$ cat src/common/rename_macros.svh
`ifndef RENAME_MACROS_SVH
`define RENAME_MACROS_SVH

`default_nettype none

// Register file sizes.
`define RENAME_NUM_ARCH 32
`define RENAME_NUM_PHYS 128

// Branch checkpoints.
`define RENAME_NUM_PAGES 32

// Reserved tags, above the last physical register.
`define RENAME_TAG_NO_SRC 8'hFE
`define RENAME_TAG_NO_DEST 8'hFF

`default_nettype wire

`endif

$ cat src/common/rename_pkg.sv
`include "rename_macros.svh"

`default_nettype none

package rename_pkg;

    typedef logic [$clog2(`RENAME_NUM_ARCH)-1:0] arch_reg_t;
    typedef logic [7:0] phys_reg_t; // Room for the reserved tags.
    typedef logic [$clog2(`RENAME_NUM_PAGES)-1:0] page_t;
    typedef logic [6:0] opcode_t;

    // One full architectural to physical mapping.
    typedef phys_reg_t map_table_t [`RENAME_NUM_ARCH];

    typedef enum logic [1:0] {
        SRC_NONE,
        SRC_ONE,
        SRC_TWO
    } src_class_t;

    // RV32I major opcodes.
    localparam opcode_t OPC_NONE   = 7'b0000000;
    localparam opcode_t OPC_LUI    = 7'b0110111;
    localparam opcode_t OPC_AUIPC  = 7'b0010111;
    localparam opcode_t OPC_JAL    = 7'b1101111;
    localparam opcode_t OPC_JALR   = 7'b1100111;
    localparam opcode_t OPC_BRANCH = 7'b1100011;
    localparam opcode_t OPC_LOAD   = 7'b0000011;
    localparam opcode_t OPC_STORE  = 7'b0100011;
    localparam opcode_t OPC_OP_IMM = 7'b0010011;
    localparam opcode_t OPC_SYSTEM = 7'b1110011;

endpackage

`default_nettype wire

$ cat src/rtl/free_list.sv
`include "rename_macros.svh"

`default_nettype none

module free_list
    import rename_pkg::*;
(
    input  logic      clk,
    input  logic      reset,
    input  logic      recover,
    input  logic      alloc,
    input  logic      release_valid,
    input  phys_reg_t release_tag,
    output phys_reg_t free_tag,
    output logic      free_empty
);

    localparam int PTR_W    = $clog2(`RENAME_NUM_PHYS);
    localparam int CNT_W    = PTR_W + 1;
    localparam int NUM_INIT = `RENAME_NUM_PHYS - `RENAME_NUM_ARCH;

    phys_reg_t        fifo [`RENAME_NUM_PHYS];
    logic [PTR_W-1:0] head;
    logic [PTR_W-1:0] tail;
    logic [CNT_W-1:0] count;
    logic             push;
    logic             pop;

    assign pop  = alloc && (count != '0);
    assign push = release_valid && (count != CNT_W'(`RENAME_NUM_PHYS));

    assign free_tag   = fifo[head];
    assign free_empty = (count == '0);

    always_ff @(posedge clk) begin
        if (reset || recover) begin
            // Every tag above the architectural ones is free.
            for (int i = 0; i < NUM_INIT; i++) begin
                fifo[i] <= phys_reg_t'(i + `RENAME_NUM_ARCH);
            end
        end else if (push) begin
            fifo[tail] <= release_tag;
        end
    end

    always_ff @(posedge clk) begin
        if (reset || recover) begin
            head  <= '0;
            tail  <= PTR_W'(NUM_INIT);
            count <= CNT_W'(NUM_INIT);
        end else begin
            if (pop) begin
                head <= head + 1'b1; // Wraps at the buffer end.
            end
            if (push) begin
                tail <= tail + 1'b1;
            end
            case ({push, pop})
                2'b10:   count <= count + 1'b1;
                2'b01:   count <= count - 1'b1;
                default: count <= count;   // Idle, or push and pop together.
            endcase
        end
    end

endmodule

`default_nettype wire

$ cat config.mk
export PLATFORM = sky130hd
export DESIGN_NAME = free_list
export DESIGN_NICKNAME = d
export VERILOG_FILES = /design/src/common/rename_pkg.sv /design/src/rtl/free_list.sv
export VERILOG_INCLUDE_DIRS = /design/src /design/src/common
export SDC_FILE = /design/constraint.sdc
export NUM_CORES = 1
export LEC_CHECK = 0
export BUFFER_PORTS_ARGS = -buffer_cell sky130_fd_sc_hd__buf_4
export CAP_MARGIN = 20
export CORE_ASPECT_RATIO = 1.25
export CORE_MARGIN = 10
export CORE_UTILIZATION = 50
export CTS_BUF_LIST = sky130_fd_sc_hd__clkbuf_2
export CTS_CLUSTER_SIZE = 10
export DETAILED_ROUTE_END_ITERATION = 10
export GPL_ROUTABILITY_DRIVEN = 0
export HOLD_SLACK_MARGIN = 0.08
export MAX_ROUTING_LAYER = met4
export PLACE_DENSITY = 0.75
export SYNTH_ARGS = -nofsm -noshare
export SYNTH_HDL_FRONTEND = slang
export SYNTH_SLANG_ARGS = --single-unit
$ cat constraint.sdc
create_clock -name clk -period 4.4 [get_ports clk]
set_input_delay 1.1 -clock clk [delete_from_list [all_inputs] [get_ports clk]]
set_output_delay 1.1 -clock clk [all_outputs]
set_load 0.01 [all_outputs]
==> results_dict.tcl <==
set metrics [dict create \
    maxSlewHeadroom_pct 20.6 \
    clock_latency_ps 1540 \
    yosys_warnings 0 \
    max-vdd-ir-drop_uv 256 \
    rsz0062_at_grt "yes" \
    die_area_sq_mm 0.106 \
    worst_pin_slew_ps 1190 \
    firstDrtPassIters 8 \
    htreeDepth 4 \
    drcViolationCount 0 \
    required_ps 3300 \
    syn_area_per_cell_sq_um 15.1 \
    finalSetupTns_ps -6060 \
    port_buffers 21 \
    synth.distinct_cells 47 \
    die_y_um 362 \
    grt_overflow 0 \
    critPathLaunchType "flop" \
    crit_type "flop to output pin" \
    setup_viol 8 \
    grt_pass1_vias 29400 \
    final_util_pct 56.1 \
    routedWlPerCell_um 25.8 \
    ys_ff_latch 1053 \
    layout.cells.non_filler 4628 \
    hpwl_um 73000 \
    clock-skew-final_ps 84.6 \
    drtIter0Drc 3506 \
    syn_inst 3105 \
    synthToLayoutAreaGrowth_pct 11.3 \
    ys_seq_area_share_pct 66.9 \
    drive_gt1_share_pct 35.5 \
    final_common_cell "edfxtp_1" \
    power_frac_seq_pct 60.7 \
    p_leak_nw 18.0 \
    async_reset_ff_share_pct 0 \
    core_area_sq_mm 0.0929 \
    vias 28600 \
    internal-power_mw 14.1 \
    hold_viol 0 \
    grt_max_degree 129 \
    cp-end-kind "output pin" \
    cp_max_fo 35 \
    status "complete, but fails checks" \
    swShare_pct 24.5 \
    clkSlewWorstSetupHoldPaths_ps 130 \
    vias_per_cell 6.17 \
    antenna_found_initial 2 \
    cts-root-buf "clkbuf_2" \
    p_switching_mw 4.56 \
    synthesis.area_sq_mm 0.0468 \
    total_power_mw 18.6 \
    rows 125 \
    fin_crit_ps 5260 \
    violations "setup timing" \
    numCtsBuffers 240 \
    max-clock-path-buffers 3 \
    cts_tree "yes" \
    synthFlopType "edfxtp_1" \
    clkPwrFrac_pct 33.8 \
    min_from "alloc" \
    combPwrFrac_pct 5.5 \
    synth_top_area_share_pct 65.7 \
    r2r_start "count[0]$_SDFFE_PP0P_" \
    ios 22 \
    synth_fp_nets 3128 \
    wl_um 119000 \
    synth_edf_count 1024 \
    grt_usage_pct 22.8 \
    critical_path_arrival_ps 4160 \
    die_w_um 294 \
    dp.cells 4156 \
    synth_top_area_cell "edfxtp_1" \
    fmax_ghz 0.190 \
    layout_common_cells "1024 x edfxtp_1, 374 x and3_1, 358 x clkbuf_2" \
    cts_sinks 1053 \
    start_util_pct 50.4 \
    final_nets 3256 \
    cap_viol_max_count 0 \
    power_density_mw_per_mm2 358 \
    timing.final.crit_share_pct 120 \
    fin_ws_ps -862 \
    hold_class "input pin to flop" \
    grt_pass1_wl_um 179000 \
    ant_nets 0 \
    ys_top_cells_by_area "edfxtp_1 66%, mux4_2 9.2%, and3_1 5.0%" \
    slew_viol_final 0 \
]
## critical path: stages (launching register included)
cell and delay [ps]:
dfxtp_4 490, buf_6 240, buf_16 260, mux2i_1 120, a22oi_1 360, o221ai_1 190
o21ai_1 390, nor2_1 180, o221ai_4 260, buf_6 150
## through the flow
step / hold slack, ps / cell area [sq um] / setup WS (ps)
detailed placement: 531 / 48500 / -91.3
CTS: 92.1 / 51600 / -999
global route: 180 / 52100 / -1020
floorplan: 485 / 46800 / 812
finish: 288 / 52100 / -862
global placement: 503 / 48500 / -30.6
## final timing paths
| check | end | slack [ps] | cells past startpoint |
|---|---|---|---|
| max | free_tag[3] | -860 | 9 |
| min | head[1]$_SDFFE_PP0N_ | 290 | 6 |
| max reg2reg | count[7]$_SDFFE_PP0P_ | 920 | 12 |
| min reg2reg | count[5]$_SDFFE_PP1P_ | 550 | 2 |
## repair_timing
item	4_1_cts	5_1_grt
gates cloned	6	3
resized for setup	110	73
pin swaps	13	22
hold buffers	7	1
buffers inserted	17	8
endpoints found under the setup margin	8	8
endpoints found under the hold margin	43	16
## area by class of cell
cell class | count | area, sq um
clock inverter | 70 | 449
sequential | 1053 | 31300
timing repair buffer | 190 | 2100
inverter | 6 | 22.5
tap | 1206 | 1510
clock buffer | 358 | 1790
multi-input combinational | 1742 | 14900
antenna | 3 | 7.51
fill | 7102 | 40800
## kinds of logic (layout without fill, tap and decap cells)
| logic type | count (synthesis) | after routing | synth area share [%] |
|---|---|---|---|
| simple gates | 1127 | 1127 | 13.5 |
| buf+inv | 310 | 624 | 2.75 |
| xor+xnor | 17 | 17 | 0.318 |
| fa+ha+maj | 10 | 10 | 0.283 |
| flops | 1053 | 1053 | 66.9 |
| compound gates | 265 | 265 | 3.98 |
| mux | 323 | 323 | 12.2 |
| other cells | 0 | 3 | 0 |
## registers in the layout, summed over array words and instances (netlist names), named ones only
| register | flops |
|---|---|
| count | 8 |
| fifo | 1024 |
| head | 7 |
| tail | 7 |
## synthesized netlist by cell type (all sizes together) (6+ instances only)
cell type and instances:
inv 6, xor2 9, nor3 13, nand2 170
xnor2 8, o221ai 24, a221oi 16, mux2 64
edfxtp 1024, nor2b 11, mux4 192, or3 71
clkbuf 237, o22ai 24, nand3 17, mux2i 67
a221o 16, ha 9, a22oi 80, and2 30
a22o 16, or2 300, o21ai 56, nand2b 13
dfxtp 29, buf 67, and3 375, nor2 113
a21oi 25
## power groups by stage
| stage | Sequential, mW | Clock (mW) | Combinational [mW] |
|---|---|---|---|
| finish | 11.3 | 6.30 | 1.03 |
| detailed placement | 11.5 | 0 | 0.915 |
| CTS | 11.3 | 6.40 | 0.986 |
| global placement | 11.5 | 0 | 0.886 |
| floorplan | 11.5 | 0 | 0.565 |
| global route | 11.3 | 6.87 | 1.08 |
## routing by layer
layer	track usage [%]	vias up	wire length, um
met5	-	-	0
met3	4.23	346	10600
met1	26.1	14200	41500
li1	-	12400	-
met4	12.3	0	5860
met2	37.9	1677	61300
Note: power is estimated with default switching activity, not from simulation.
